===== config.mk =====
export PLATFORM = sky130hd
export DESIGN_NAME = debug_unit
export DESIGN_NICKNAME = d
export VERILOG_FILES = /design/src/hw/debug_pkg.sv /design/src/hw/uart_rx.sv /design/src/hw/uart_tx.sv /design/src/hw/uart_link.sv /design/src/hw/run_control.sv /design/src/hw/program_loader.sv /design/src/hw/debug_fsm.sv /design/src/hw/debug_unit.sv
export SDC_FILE = /design/constraint.sdc
export NUM_CORES = 1
export LEC_CHECK = 0
export BUFFER_PORTS_ARGS = -buffer_cell sky130_fd_sc_hd__buf_4
export CAP_MARGIN = 20
export CORE_ASPECT_RATIO = 0.7
export CORE_UTILIZATION = 55
export CTS_CLUSTER_DIAMETER = 100
export DETAILED_ROUTE_END_ITERATION = 6
export PLACE_DENSITY_LB_ADDON = 0.25
export SKIP_CTS_REPAIR_TIMING = 1
export SLEW_MARGIN = 20
export SYNTH_ARGS = -nofsm -noshare
export SYNTH_HDL_FRONTEND = slang
export SYNTH_SLANG_ARGS = --single-unit

===== constraint.sdc =====
create_clock -name i_clk -period 4.9 [get_ports i_clk]
set_input_delay 0.98 -clock i_clk [delete_from_list [all_inputs] [get_ports i_clk]]
set_output_delay 0.98 -clock i_clk [all_outputs]
set_load 0.1 [all_outputs]

===== src/hw/debug_pkg.sv =====
package debug_pkg;

    localparam int DATA_W            = 32;
    localparam int BYTE_W            = 8;
    localparam int BYTES_PER_WORD    = 4;
    localparam int IMEM_DEPTH        = 64;
    localparam int IMEM_ADDR_W       = $clog2(IMEM_DEPTH);
    localparam int DMEM_ADDR_W       = 6;
    localparam int TICK_DIV          = 2;   // Clocks per oversampling tick
    localparam int OVERSAMPLE        = 16;  // Ticks per serial bit
    localparam int STEP_CYCLES       = 3;
    localparam int PROG_RESET_CYCLES = 16;

    localparam int TICK_W = $clog2(TICK_DIV);
    localparam int OS_W   = $clog2(OVERSAMPLE);
    localparam int BIT_W  = $clog2(BYTE_W);
    localparam int BIDX_W = $clog2(BYTES_PER_WORD);
    localparam int STEP_W = $clog2(STEP_CYCLES + 1);
    localparam int PRST_W = $clog2(PROG_RESET_CYCLES + 1);

    localparam logic [BYTE_W-1:0] ACK_BYTE = 8'h52;  // 'R'

    localparam logic [BYTE_W-1:0] CMD_LOAD      = 8'h07;
    localparam logic [BYTE_W-1:0] CMD_RUN       = 8'h08;
    localparam logic [BYTE_W-1:0] CMD_STEP_MODE = 8'h09;
    localparam logic [BYTE_W-1:0] CMD_STEP      = 8'h0A;
    localparam logic [BYTE_W-1:0] CMD_DMEM_READ = 8'h0B;
    localparam logic [BYTE_W-1:0] CMD_PC_DUMP   = 8'h11;

    typedef struct packed {
        logic              valid;
        logic [BYTE_W-1:0] data;
    } rx_byte_t;

    typedef struct packed {
        logic              start;
        logic [BYTE_W-1:0] data;
    } tx_req_t;

    typedef struct packed {
        logic                   wr;
        logic [IMEM_ADDR_W-1:0] addr;
        logic [DATA_W-1:0]      data;
    } imem_wr_t;

    typedef struct packed {
        logic set_run;
        logic set_step_mode;
        logic step;
        logic load_done;
    } run_cmd_t;

endpackage


===== src/hw/uart_rx.sv =====
`timescale 1ns/100ps

module uart_rx import debug_pkg::*; (
    input  logic     i_clk,
    input  logic     i_reset,
    input  logic     i_tick,
    input  logic     i_rx,
    output rx_byte_t o_byte
);

    typedef enum logic [1:0] {RX_IDLE, RX_START, RX_DATA, RX_STOP} rx_state_t;

    rx_state_t         state;
    logic [1:0]        sync;
    logic              rx_s;
    logic [OS_W-1:0]   s_cnt;
    logic [BIT_W-1:0]  bit_cnt;
    logic [BYTE_W-1:0] shreg;
    logic              valid;
    logic              half_end;
    logic              bit_end;

    assign rx_s     = sync[1];
    assign half_end = i_tick && (s_cnt == OS_W'(OVERSAMPLE / 2 - 1));
    assign bit_end  = i_tick && (s_cnt == OS_W'(OVERSAMPLE - 1));

    always_ff @(posedge i_clk or posedge i_reset) begin
        if (i_reset) begin
            state   <= RX_IDLE;
            sync    <= 2'b11;  // Line idles high
            s_cnt   <= '0;
            bit_cnt <= '0;
            valid   <= 1'b0;
        end else begin
            sync  <= {sync[0], i_rx};
            valid <= 1'b0;
            if (state != RX_IDLE && i_tick) begin
                s_cnt <= (bit_end || (state == RX_START && half_end)) ? '0 : s_cnt + 1'b1;
            end
            case (state)
                RX_IDLE: begin
                    s_cnt <= '0;
                    if (!rx_s) state <= RX_START;
                end
                RX_START: begin
                    if (half_end) begin
                        bit_cnt <= '0;
                        state   <= rx_s ? RX_IDLE : RX_DATA;  // Reject short glitches
                    end
                end
                RX_DATA: begin
                    if (bit_end) begin
                        bit_cnt <= bit_cnt + 1'b1;
                        if (bit_cnt == BIT_W'(BYTE_W - 1)) state <= RX_STOP;
                    end
                end
                RX_STOP: begin
                    if (bit_end) begin
                        valid <= rx_s;  // Framing error drops the byte
                        state <= RX_IDLE;
                    end
                end
                default: state <= RX_IDLE;
            endcase
        end
    end

    always_ff @(posedge i_clk) begin
        if (state == RX_DATA && bit_end) shreg <= {rx_s, shreg[BYTE_W-1:1]};  // LSB first
    end

    assign o_byte = '{valid: valid, data: shreg};

    a_single_strobe: assert property (@(posedge i_clk) disable iff (i_reset)
        o_byte.valid |=> !o_byte.valid);

endmodule


===== src/hw/uart_tx.sv =====
`timescale 1ns/100ps

module uart_tx import debug_pkg::*; (
    input  logic    i_clk,
    input  logic    i_reset,
    input  logic    i_tick,
    input  tx_req_t i_req,
    output logic    o_tx,
    output logic    o_busy
);

    typedef enum logic [1:0] {TX_IDLE, TX_START, TX_DATA, TX_STOP} tx_state_t;

    tx_state_t         state;
    logic [OS_W-1:0]   s_cnt;
    logic [BIT_W-1:0]  bit_cnt;
    logic [BYTE_W-1:0] shreg;
    logic              bit_end;

    assign bit_end = i_tick && (s_cnt == OS_W'(OVERSAMPLE - 1));

    always_ff @(posedge i_clk or posedge i_reset) begin
        if (i_reset) begin
            state   <= TX_IDLE;
            s_cnt   <= '0;
            bit_cnt <= '0;
        end else begin
            if (i_tick) s_cnt <= bit_end ? '0 : s_cnt + 1'b1;
            case (state)
                TX_IDLE: begin
                    s_cnt   <= '0;
                    bit_cnt <= '0;
                    if (i_req.start) state <= TX_START;
                end
                TX_START: if (bit_end) state <= TX_DATA;
                TX_DATA: begin
                    if (bit_end) begin
                        bit_cnt <= bit_cnt + 1'b1;
                        if (bit_cnt == BIT_W'(BYTE_W - 1)) state <= TX_STOP;
                    end
                end
                TX_STOP: if (bit_end) state <= TX_IDLE;
                default: state <= TX_IDLE;
            endcase
        end
    end

    always_ff @(posedge i_clk) begin
        if (state == TX_IDLE && i_req.start) shreg <= i_req.data;
        else if (state == TX_DATA && bit_end) shreg <= shreg >> 1;
    end

    always_comb begin
        case (state)
            TX_START: o_tx = 1'b0;
            TX_DATA:  o_tx = shreg[0];
            default:  o_tx = 1'b1;
        endcase
    end

    assign o_busy = (state != TX_IDLE);

    a_no_start_busy: assert property (@(posedge i_clk) disable iff (i_reset)
        i_req.start |-> !o_busy);

endmodule


===== src/hw/uart_link.sv =====
`timescale 1ns/100ps

module uart_link import debug_pkg::*; (
    input  logic     i_clk,
    input  logic     i_reset,
    input  logic     i_rx,
    output logic     o_tx,
    output rx_byte_t o_rx_byte,
    input  tx_req_t  i_tx_req,
    output logic     o_tx_busy
);

    logic [TICK_W-1:0] tick_cnt;
    logic              tick;

    assign tick = (tick_cnt == TICK_W'(TICK_DIV - 1));

    always_ff @(posedge i_clk or posedge i_reset) begin
        if (i_reset) tick_cnt <= '0;
        else tick_cnt <= tick ? '0 : tick_cnt + 1'b1;
    end

    uart_rx uart_rx_i (
        .i_clk   (i_clk),
        .i_reset (i_reset),
        .i_tick  (tick),
        .i_rx    (i_rx),
        .o_byte  (o_rx_byte)
    );

    uart_tx uart_tx_i (
        .i_clk   (i_clk),
        .i_reset (i_reset),
        .i_tick  (tick),
        .i_req   (i_tx_req),
        .o_tx    (o_tx),
        .o_busy  (o_tx_busy)
    );

endmodule


===== src/hw/run_control.sv =====
`timescale 1ns/100ps

module run_control import debug_pkg::*; (
    input  logic     i_clk,
    input  logic     i_reset,
    input  run_cmd_t i_run_cmd,
    output logic     o_cpu_en,
    output logic     o_prog_reset,
    output logic     o_reset_done
);

    logic              step_mode;  // 0 continuous, 1 single step
    logic [STEP_W-1:0] step_cnt;
    logic [PRST_W-1:0] prst_cnt;
    logic              reset_done;

    always_ff @(posedge i_clk or posedge i_reset) begin
        if (i_reset) begin
            step_mode  <= 1'b0;
            step_cnt   <= '0;
            prst_cnt   <= '0;
            reset_done <= 1'b0;
        end else begin
            reset_done <= (prst_cnt == PRST_W'(1));  // Last reset cycle
            if (i_run_cmd.set_run) begin
                step_mode <= 1'b0;
            end else if (i_run_cmd.set_step_mode) begin
                step_mode <= 1'b1;
            end
            if (i_run_cmd.load_done) begin
                prst_cnt <= PRST_W'(PROG_RESET_CYCLES);
                step_cnt <= '0;
            end else begin
                if (prst_cnt != '0) prst_cnt <= prst_cnt - 1'b1;
                // Steps are dropped while one is running or a reset is in progress
                if (i_run_cmd.step && step_mode && prst_cnt == '0 && step_cnt == '0) begin
                    step_cnt <= STEP_W'(STEP_CYCLES);
                end else if (step_cnt != '0) begin
                    step_cnt <= step_cnt - 1'b1;
                end
            end
        end
    end

    assign o_prog_reset = (prst_cnt != '0);
    assign o_cpu_en     = step_mode ? (step_cnt != '0) : !o_prog_reset;
    assign o_reset_done = reset_done;

    a_no_run_in_reset: assert property (@(posedge i_clk) disable iff (i_reset)
        o_prog_reset |-> !o_cpu_en);

endmodule


===== src/hw/program_loader.sv =====
`timescale 1ns/100ps

module program_loader import debug_pkg::*; (
    input  logic     i_clk,
    input  logic     i_reset,
    input  logic     i_load_active,
    input  rx_byte_t i_rx_byte,
    output imem_wr_t o_imem_wr,
    output logic     o_load_done
);

    logic              have_count;
    logic [BYTE_W-1:0] count;
    logic [BYTE_W-1:0] wcnt;  // Words written, also the write address
    logic [BIDX_W-1:0] byte_idx;
    logic              last_byte;
    logic [DATA_W-1:0] word;
    logic              wr;
    logic              done;

    assign last_byte = (byte_idx == BIDX_W'(BYTES_PER_WORD - 1));

    always_ff @(posedge i_clk or posedge i_reset) begin
        if (i_reset) begin
            have_count <= 1'b0;
            count      <= '0;
            wcnt       <= '0;
            byte_idx   <= '0;
            wr         <= 1'b0;
            done       <= 1'b0;
        end else begin
            wr   <= 1'b0;
            done <= 1'b0;
            if (!i_load_active) begin
                have_count <= 1'b0;
                wcnt       <= '0;
                byte_idx   <= '0;
            end else begin
                if (wr) begin
                    wcnt <= wcnt + 1'b1;
                    done <= (wcnt + 1'b1 == count);
                end
                if (i_rx_byte.valid && !have_count) begin
                    count      <= i_rx_byte.data;
                    have_count <= 1'b1;
                    done       <= (i_rx_byte.data == '0);  // Empty program
                end else if (i_rx_byte.valid && wcnt < count) begin
                    byte_idx <= last_byte ? '0 : byte_idx + 1'b1;
                    wr       <= last_byte;
                end
            end
        end
    end

    always_ff @(posedge i_clk) begin
        if (i_load_active && have_count && i_rx_byte.valid) begin
            word <= {i_rx_byte.data, word[DATA_W-1:BYTE_W]};  // LSB byte arrives first
        end
    end

    assign o_imem_wr   = '{wr: wr, addr: wcnt[IMEM_ADDR_W-1:0], data: word};
    assign o_load_done = done;

    a_addr_in_range: assert property (@(posedge i_clk) disable iff (i_reset)
        o_imem_wr.wr |-> (wcnt < IMEM_DEPTH));

endmodule


===== src/hw/debug_fsm.sv =====
`timescale 1ns/100ps

module debug_fsm import debug_pkg::*; (
    input  logic                   i_clk,
    input  logic                   i_reset,
    input  rx_byte_t               i_rx_byte,
    output tx_req_t                o_tx_req,
    input  logic                   i_tx_busy,
    output logic                   o_load_active,
    input  logic                   i_load_done,
    output run_cmd_t               o_run_cmd,
    input  logic                   i_reset_done,
    input  logic [DATA_W-1:0]      i_pc,
    input  logic [DATA_W-1:0]      i_dmem_data,
    output logic [DMEM_ADDR_W-1:0] o_dmem_addr
);

    typedef enum logic [2:0] {
        S_IDLE,
        S_ADDR,      // Waiting for the data memory address byte
        S_SNAP,
        S_SEND,
        S_ACK,
        S_LOAD,
        S_WAIT_RST
    } state_t;

    state_t                 state;
    logic [DATA_W-1:0]      word;
    logic [BIDX_W-1:0]      byte_cnt;
    logic [DMEM_ADDR_W-1:0] dmem_addr;
    logic                   tx_fire;

    assign tx_fire = o_tx_req.start;

    always_comb begin
        o_tx_req.start = ((state == S_SEND) || (state == S_ACK)) && !i_tx_busy;
        o_tx_req.data  = (state == S_ACK) ? ACK_BYTE : word[BYTE_W-1:0];
    end

    always_comb begin
        o_run_cmd = '0;
        if (state == S_IDLE && i_rx_byte.valid) begin
            case (i_rx_byte.data)
                CMD_LOAD, CMD_STEP_MODE: o_run_cmd.set_step_mode = 1'b1;
                CMD_RUN:                 o_run_cmd.set_run = 1'b1;
                CMD_STEP:                o_run_cmd.step = 1'b1;
                default: ;
            endcase
        end
        o_run_cmd.load_done = (state == S_LOAD) && i_load_done;
    end

    always_ff @(posedge i_clk or posedge i_reset) begin
        if (i_reset) begin
            state     <= S_IDLE;
            byte_cnt  <= '0;
            dmem_addr <= '0;
        end else begin
            case (state)
                S_IDLE: begin
                    if (i_rx_byte.valid) begin
                        case (i_rx_byte.data)
                            CMD_DMEM_READ: state <= S_ADDR;
                            CMD_PC_DUMP:   state <= S_SEND;
                            CMD_LOAD:      state <= S_LOAD;
                            default: ;  // Mode, step and unknown codes need no reply
                        endcase
                    end
                end
                S_ADDR: begin
                    if (i_rx_byte.valid) begin
                        dmem_addr <= i_rx_byte.data[DMEM_ADDR_W-1:0];
                        state     <= S_SNAP;
                    end
                end
                S_SNAP: state <= S_SEND;  // Address settles on the memory port
                S_SEND: begin
                    if (tx_fire) begin
                        byte_cnt <= byte_cnt + 1'b1;  // Wraps back to 0 after the word
                        if (byte_cnt == BIDX_W'(BYTES_PER_WORD - 1)) state <= S_ACK;
                    end
                end
                S_ACK:      if (tx_fire) state <= S_IDLE;
                S_LOAD:     if (i_load_done) state <= S_WAIT_RST;
                S_WAIT_RST: if (i_reset_done) state <= S_ACK;
                default:    state <= S_IDLE;
            endcase
        end
    end

    always_ff @(posedge i_clk) begin
        if (state == S_IDLE && i_rx_byte.valid && i_rx_byte.data == CMD_PC_DUMP) begin
            word <= i_pc;
        end else if (state == S_SNAP) begin
            word <= i_dmem_data;
        end else if (state == S_SEND && tx_fire) begin
            word <= word >> BYTE_W;  // Next byte, LSB first
        end
    end

    assign o_load_active = (state == S_LOAD);
    assign o_dmem_addr   = dmem_addr;

endmodule


===== src/hw/debug_unit.sv =====
`timescale 1ns/100ps

module debug_unit import debug_pkg::*; (
    input  logic                   i_clk,
    input  logic                   i_reset,
    input  logic                   i_uart_rx,
    output logic                   o_uart_tx,
    input  logic [DATA_W-1:0]      i_pc,
    input  logic [DATA_W-1:0]      i_dmem_data,
    output logic [DMEM_ADDR_W-1:0] o_dmem_addr,
    output imem_wr_t               o_imem_wr,
    output logic                   o_cpu_en,
    output logic                   o_prog_reset
);

    rx_byte_t rx_byte;
    tx_req_t  tx_req;
    logic     tx_busy;
    logic     load_active;
    logic     load_done;
    run_cmd_t run_cmd;
    logic     reset_done;

    uart_link uart_link_i (
        .i_clk     (i_clk),
        .i_reset   (i_reset),
        .i_rx      (i_uart_rx),
        .o_tx      (o_uart_tx),
        .o_rx_byte (rx_byte),
        .i_tx_req  (tx_req),
        .o_tx_busy (tx_busy)
    );

    debug_fsm debug_fsm_i (
        .i_clk         (i_clk),
        .i_reset       (i_reset),
        .i_rx_byte     (rx_byte),
        .o_tx_req      (tx_req),
        .i_tx_busy     (tx_busy),
        .o_load_active (load_active),
        .i_load_done   (load_done),
        .o_run_cmd     (run_cmd),
        .i_reset_done  (reset_done),
        .i_pc          (i_pc),
        .i_dmem_data   (i_dmem_data),
        .o_dmem_addr   (o_dmem_addr)
    );

    program_loader program_loader_i (
        .i_clk         (i_clk),
        .i_reset       (i_reset),
        .i_load_active (load_active),
        .i_rx_byte     (rx_byte),
        .o_imem_wr     (o_imem_wr),
        .o_load_done   (load_done)
    );

    run_control run_control_i (
        .i_clk        (i_clk),
        .i_reset      (i_reset),
        .i_run_cmd    (run_cmd),
        .o_cpu_en     (o_cpu_en),
        .o_prog_reset (o_prog_reset),
        .o_reset_done (reset_done)
    );

endmodule


==> run_results.csv, run 1 <==
group,metric,value,unit
logic_synthesis,synthFlopType,"edfxtp_1",
logic_synthesis,synth-async-reset-ratio,44.1,%
cells_and_area,utilization,69.6,%
grt,grt_max_degree,49,
die,start_util,56.8,%
drt,wl_per_cell,17.1,um
grt,grt_pass1_wl,23400,um
cts,cts_tree,"yes",
cells_and_area,mostFrequentLayoutCells,"buf_4 (119), edfxtp_1 (80), nor2_1 (63)",
grt,antenna_found_initial,0,
drt,drt_iter0_drc,270,
sta,relSlewSlack,30.3,%
logic_synthesis,synth_area_leader_cell,"edfxtp_1",
sta,slew_viol_final,0,
sta,min_period,3.24,ns
cells_and_area,stdcell_count,841,
cts,worst_skew_pair.late_latency,0.41,ns
grt,grt.overflow.total,0,
logic_synthesis,netlist_area,6710,um2
sta,min_period_over_period,66.1,%
critical_path,required,4.99,ns
min_path,min_path_type,"register to register",
cells_and_area,antennaDiodeCount,0,
cts,cts.path.max_buffers,2,
sta,grt_setup_unrepaired,"false",
critical_path,reg2reg_depth,6,
cells_and_area,layout-drive-gt1-share,25.0,%
job,maxCapViolCount,0,
drt,dr_total_vias,4779,
grt,grt_use_total,24.2,%
outcome,status,"finished clean",
placement,io_buffer_count,114,
sta,worstMarginPinSlew,1.04,ns
critical_path,cp.arrival,3.33,ns
logic_synthesis,synth_cell_type_count,57,
grt,first_global_vias,4791,
logic_synthesis,ys_ff_latch,143,
sta,setup-tns-final,0,ns
min_path,holdPathStages,0,
sta,fin_hold_ws,0.389,ns
power_and_ir_drop,power_density,481,nW/um2
drt,drt.antenna.violating_nets,0,
logic_synthesis,synth_edf_count,80,
logic_synthesis,ys_seq_area_share,59.4,%
logic_synthesis,ys_warn_count,0,
critical_path,end_kind,"register",
sta,finalHoldViolCount,0,
cts,clock-sinks,143,
die,io_pins,115,
die,die_h,94.4,um
logic_synthesis,synth.top_cells.by_area,"edfxtp_1 (36%), dfrtp_1 (23%), ha_1 (4.7%)",
power_and_ir_drop,leakage,3.49,nW
power_and_ir_drop,ir_drop,0.255,mV
cells_and_area,final_area,8210,um2
sta,fin_skew,0.0140,ns
critical_path,crit_path_start_kind,"register",
placement,hpwl,10100,um
logic_synthesis,syn_avg_cell_area,11.8,um2
cts,path_clk_slew,0.06,ns
drt,drcViolationCount,0,
logic_synthesis,yosysTopAreaCellShare,35.8,%
critical_path,rrSetupSlack,1.66,ns
critical_path,path_max_fanout,18,
cells_and_area,final_common_cell,"buf_4",
cts,cts_root_buf,"clkbuf_16",
placement,place.gp.congestion,0.849,
placement,dpl.cell_count,809,
cts,cts_htree_levels,4,
logic_synthesis,syn_nets,660,
die,num_rows,33,
cells_and_area,area_growth,22.5,%
sta,max_freq,0.309,GHz
cells_and_area,nets,763,
logic_synthesis,syn_inst,568,
drt,drtPass1Iterations,5,
drt,vias_per_cell,5.68,
sta,setup_viol,0,
critical_path,criticalPathCategory,"register to register",
die,dieArea,12600,um2
drt,drt_wl_total,14400,um
die,die_w,134,um
placement,dpl-instance-area,7630,um2
die,core-area,11800,um2
cts,cts_buffers,17,
## logic make-up after synthesis
kind of cell    synth area share (%)
fa+ha+maj                       4.66
buf+inv                         3.84
xor+xnor                        3.39
compound gates                  10.7
mux                             5.69
flops                           59.4
simple gates                    12.3
## sequential cells by signal, summed over array words and instances (netlist names), 4 cells and up, named ones only
signal	flops
uart_link_i.uart_tx_i.shreg	8
program_loader_i.wcnt	8
run_control_i.prst_cnt	5
program_loader_i.count	8
uart_link_i.uart_rx_i.shreg	8
debug_fsm_i.o_dmem_addr	6
program_loader_i.word	32
uart_link_i.uart_tx_i.s_cnt	4
uart_link_i.uart_rx_i.s_cnt	4
debug_fsm_i.word	32
## power by group
group / total [mW] / internal (mW) / switching [mW]
Combinational: 0.950 / 0.389 / 0.561
Sequential: 1.73 / 1.59 / 0.142
Clock: 1.26 / 0.755 / 0.510
## routing by layer
metal  global-route usage (%)  wire, um  vias to the layer above
met4                     9.38       274                        0
met2                     38.1      6820                      186
met5                        0         0                        -
met1                     33.0      6470                     2302
met3                     5.37       807                       29
li1                         -         -                     2262
## worst max-delay path, stage by stage, from the launching register on
cell      delay [ns]
edfxtp_1        0.47
or3_1           0.46
nor4_2          0.26
nand3_1         0.16
nor3_2          0.56
or3_1           0.63
buf_4           0.38
## per-stage QoR
stage / power [mW] / worst slack (ns)
floorplan: 2.45 / 0.797
finish: 3.95 / 1.66
global placement: 2.64 / 1.79
detailed placement: 2.70 / 1.64
global route: 4.15 / 1.37
CTS: 3.97 / 1.64
## synth_stat cells, types with 3 or more instances
master and n:
edfxtp_1 80, nor2_1 65, dfrtp_1 61, nand2_1 43, a21oi_1 37, mux2i_1 28, ha_1 25, clkbuf_1 24
inv_1 22, o21ai_0 18, a22o_1 13, xnor2_1 13, xor2_1 13, nand3_1 10, nand4_1 10, mux2_2 9
nand2b_1 8, buf_4 7, nor3_1 6, or3_1 6, a31oi_1 4, o21a_1 4, o22a_1 4, a211oi_1 3
and2_1 3, nand3b_1 3, o31ai_1 3
## area by class of cell
class / instances / area (um2)
timing repair buffer: 119 / 893
multi-input combinational: 368 / 2480
clock buffer: 17 / 425
sequential: 143 / 3980
fill: 861 / 3590
tap: 157 / 196
clock inverter: 15 / 156
inverter: 22 / 82.6
## path summary, 6_finish.rpt
| check | start | to |
|---|---|---|
| setup / recovery | uart_link_i.uart_rx_i.shreg[5] | debug_fsm_i.word[6] |
| hold / removal | uart_link_i.uart_rx_i.sync[0] | uart_link_i.uart_rx_i.sync[1] |
| setup reg to reg | uart_link_i.uart_rx_i.shreg[5] | debug_fsm_i.word[6] |
| hold reg to reg | uart_link_i.uart_rx_i.sync[0] | uart_link_i.uart_rx_i.sync[1] |
| max in group asynchronous | i_reset | run_control_i.prst_cnt[4] |
| min in group asynchronous | i_reset | uart_link_i.uart_rx_i.state[0] |
No activity file was read; power rests on OpenSTA's default activity.
==> inputs of run 2 (changes only) <==
- clock period: 4.9 -> 3 ns (I/O delays scaled with it)
==> run 2 against run 1 <==
Effect of this change: register-to-register slack lost 1.0 ns; critical endpoint is now o_cpu_en; critical path type is now register to primary output; power up 64%; sequential share of layout area decreased by 0.26 points.
==> run_results.csv, run 2 (same netlist as run 1, synthesis figures left out) <==
group,metric,value,unit
cells_and_area,mostFrequentLayoutCells,"buf_4 (124), edfxtp_1 (80), nor2_1 (63)",
drt,drt_wl_total,14300,um
sta,fin_skew,0.00947,ns
cells_and_area,top_regs,"debug_fsm_i.word (32), program_loader_i.word (32)",
die,dieArea,12600,um2
min_path,min_path_type,"primary input to register",
drt,dr_total_vias,4741,
cts,worst_skew_pair.late_latency,0.42,ns
grt,grt_max_degree,64,
placement,hpwl,9590,um
critical_path,cp.arrival,2.07,ns
placement,dpl.cell_count,814,
die,io_pins,115,
sta,setup_viol,0,
critical_path,criticalPathCategory,"register to primary output",
cells_and_area,nets,768,
drt,drt_iter0_drc,283,
critical_path,path_max_fanout,10,
cts,cts_buffers,17,
die,die_h,94.4,um
cts,cts_root_buf,"clkbuf_16",
sta,finalHoldViolCount,0,
die,core-area,11800,um2
sta,fin_hold_ws,0.294,ns
drt,drcViolationCount,0,
sta,grt_setup_unrepaired,"false",
placement,io_buffer_count,114,
grt,first_global_vias,4708,
drt,drtPass1Iterations,4,
power_and_ir_drop,leakage,3.52,nW
cells_and_area,stdcell_count,846,
sta,worstMarginPinSlew,0.807,ns
cells_and_area,fillers,846,
die,die_w,134,um
sta,slew_viol_final,0,
sta,min_period,2.67,ns
drt,wl_per_cell,16.9,um
drt,drt.antenna.violating_nets,0,
critical_path,end_kind,"primary output",
cells_and_area,area_growth,23.1,%
critical_path,crit_slowest_cell,"dfrtp_1",
critical_path,required,2.40,ns
sta,min_period_over_period,89.1,%
power_and_ir_drop,power_density,786,nW/um2
sta,max_freq,0.374,GHz
cells_and_area,final_common_cell,"buf_4",
critical_path,crit_path_start_kind,"register",
critical_path,max_stage_delay,0.41,ns
critical_path,crit_chain,"nor3_1 > nand2_1 > mux2i_2 > buf_4",
cts,clock-sinks,143,
sta,setup-tns-final,0,ns
sta,relSlewSlack,46.2,%
cts,cts.path.max_buffers,2,
cells_and_area,antennaDiodeCount,0,
drt,vias_per_cell,5.60,
grt,grt_pass1_wl,23600,um
cells_and_area,layout-drive-gt1-share,25.7,%
grt,grt_use_total,24.4,%
job,maxCapViolCount,0,
cts,path_clk_slew,0.06,ns
power_and_ir_drop,ir_drop,0.657,mV
die,start_util,56.8,%
grt,antenna_found_initial,0,
die,num_rows,33,
cts,cts_htree_levels,4,
grt,grt.overflow.total,0,
outcome,status,"finished clean",
placement,place.gp.congestion,0.802,
cts,cts_tree,"yes",
-- run 2: worst paths after layout --
check / startpoint / end / slack, ns / depth (start not counted)
worst max-delay path: run_control_i.prst_cnt[2] / o_cpu_en / 0.33 / 4
worst min-delay path: i_uart_rx / uart_link_i.uart_rx_i.sync[0] / 0.29 / 1
worst max register to register: uart_link_i.uart_rx_i.shreg[5] / debug_fsm_i.word[27] / 0.63 / 6
worst min register to register: uart_link_i.uart_rx_i.sync[0] / uart_link_i.uart_rx_i.sync[1] / 0.36 / 0
max in group asynchronous: i_reset / run_control_i.prst_cnt[2] / 2.04 / 3
min in group asynchronous: i_reset / uart_link_i.uart_rx_i.s_cnt[2] / 0.41 / 3
-- run 2: cell type report --
class	count	area, um2	area share, %
clock inverter	14	155	1.88
sequential	143	3980	48.2
multi-input combinational	368	2480	30.1
clock buffer	18	429	5.20
tap	157	196	2.38
timing repair buffer	124	931	11.3
inverter	22	82.6	1.00
-- run 2: power breakdown --
group	leakage, nW	switching [mW]	internal (mW)
Combinational	1.65	0.921	0.645
Sequential	1.58	0.237	2.60
Clock	0.287	0.849	1.24
-- run 2: critical path: cells and delay by family, from the launching register on --
kind	cells	cell delay [ns]
buf+inv	1	0.34
flops	1	0.41
mux	1	0.32
simple gates	2	0.59
-- run 2: layer usage --
| metal | wire length, um | GRT usage [%] | up-vias |
|---|---|---|---|
| li1 | - | - | 2269 |
| met1 | 6530 | 33.2 | 2298 |
| met2 | 6910 | 39.6 | 158 |
| met3 | 736 | 5.05 | 16 |
| met4 | 142 | 7.77 | 0 |
| met5 | 0 | 0 | - |
-- run 2: per-stage QoR --
stage	power (mW)	util, %	setup WS [ns]	area (um2)
2_1_floorplan	4.01	-	-0.267	6710
3_3_place_gp	4.31	65.0	0.723	7670
3_5_place_dp	4.41	65.0	0.662	7670
4_1_cts	6.52	69.9	0.306	8260
5_1_grt	6.81	69.9	0.221	8260
6_report	6.49	69.9	0.327	8260
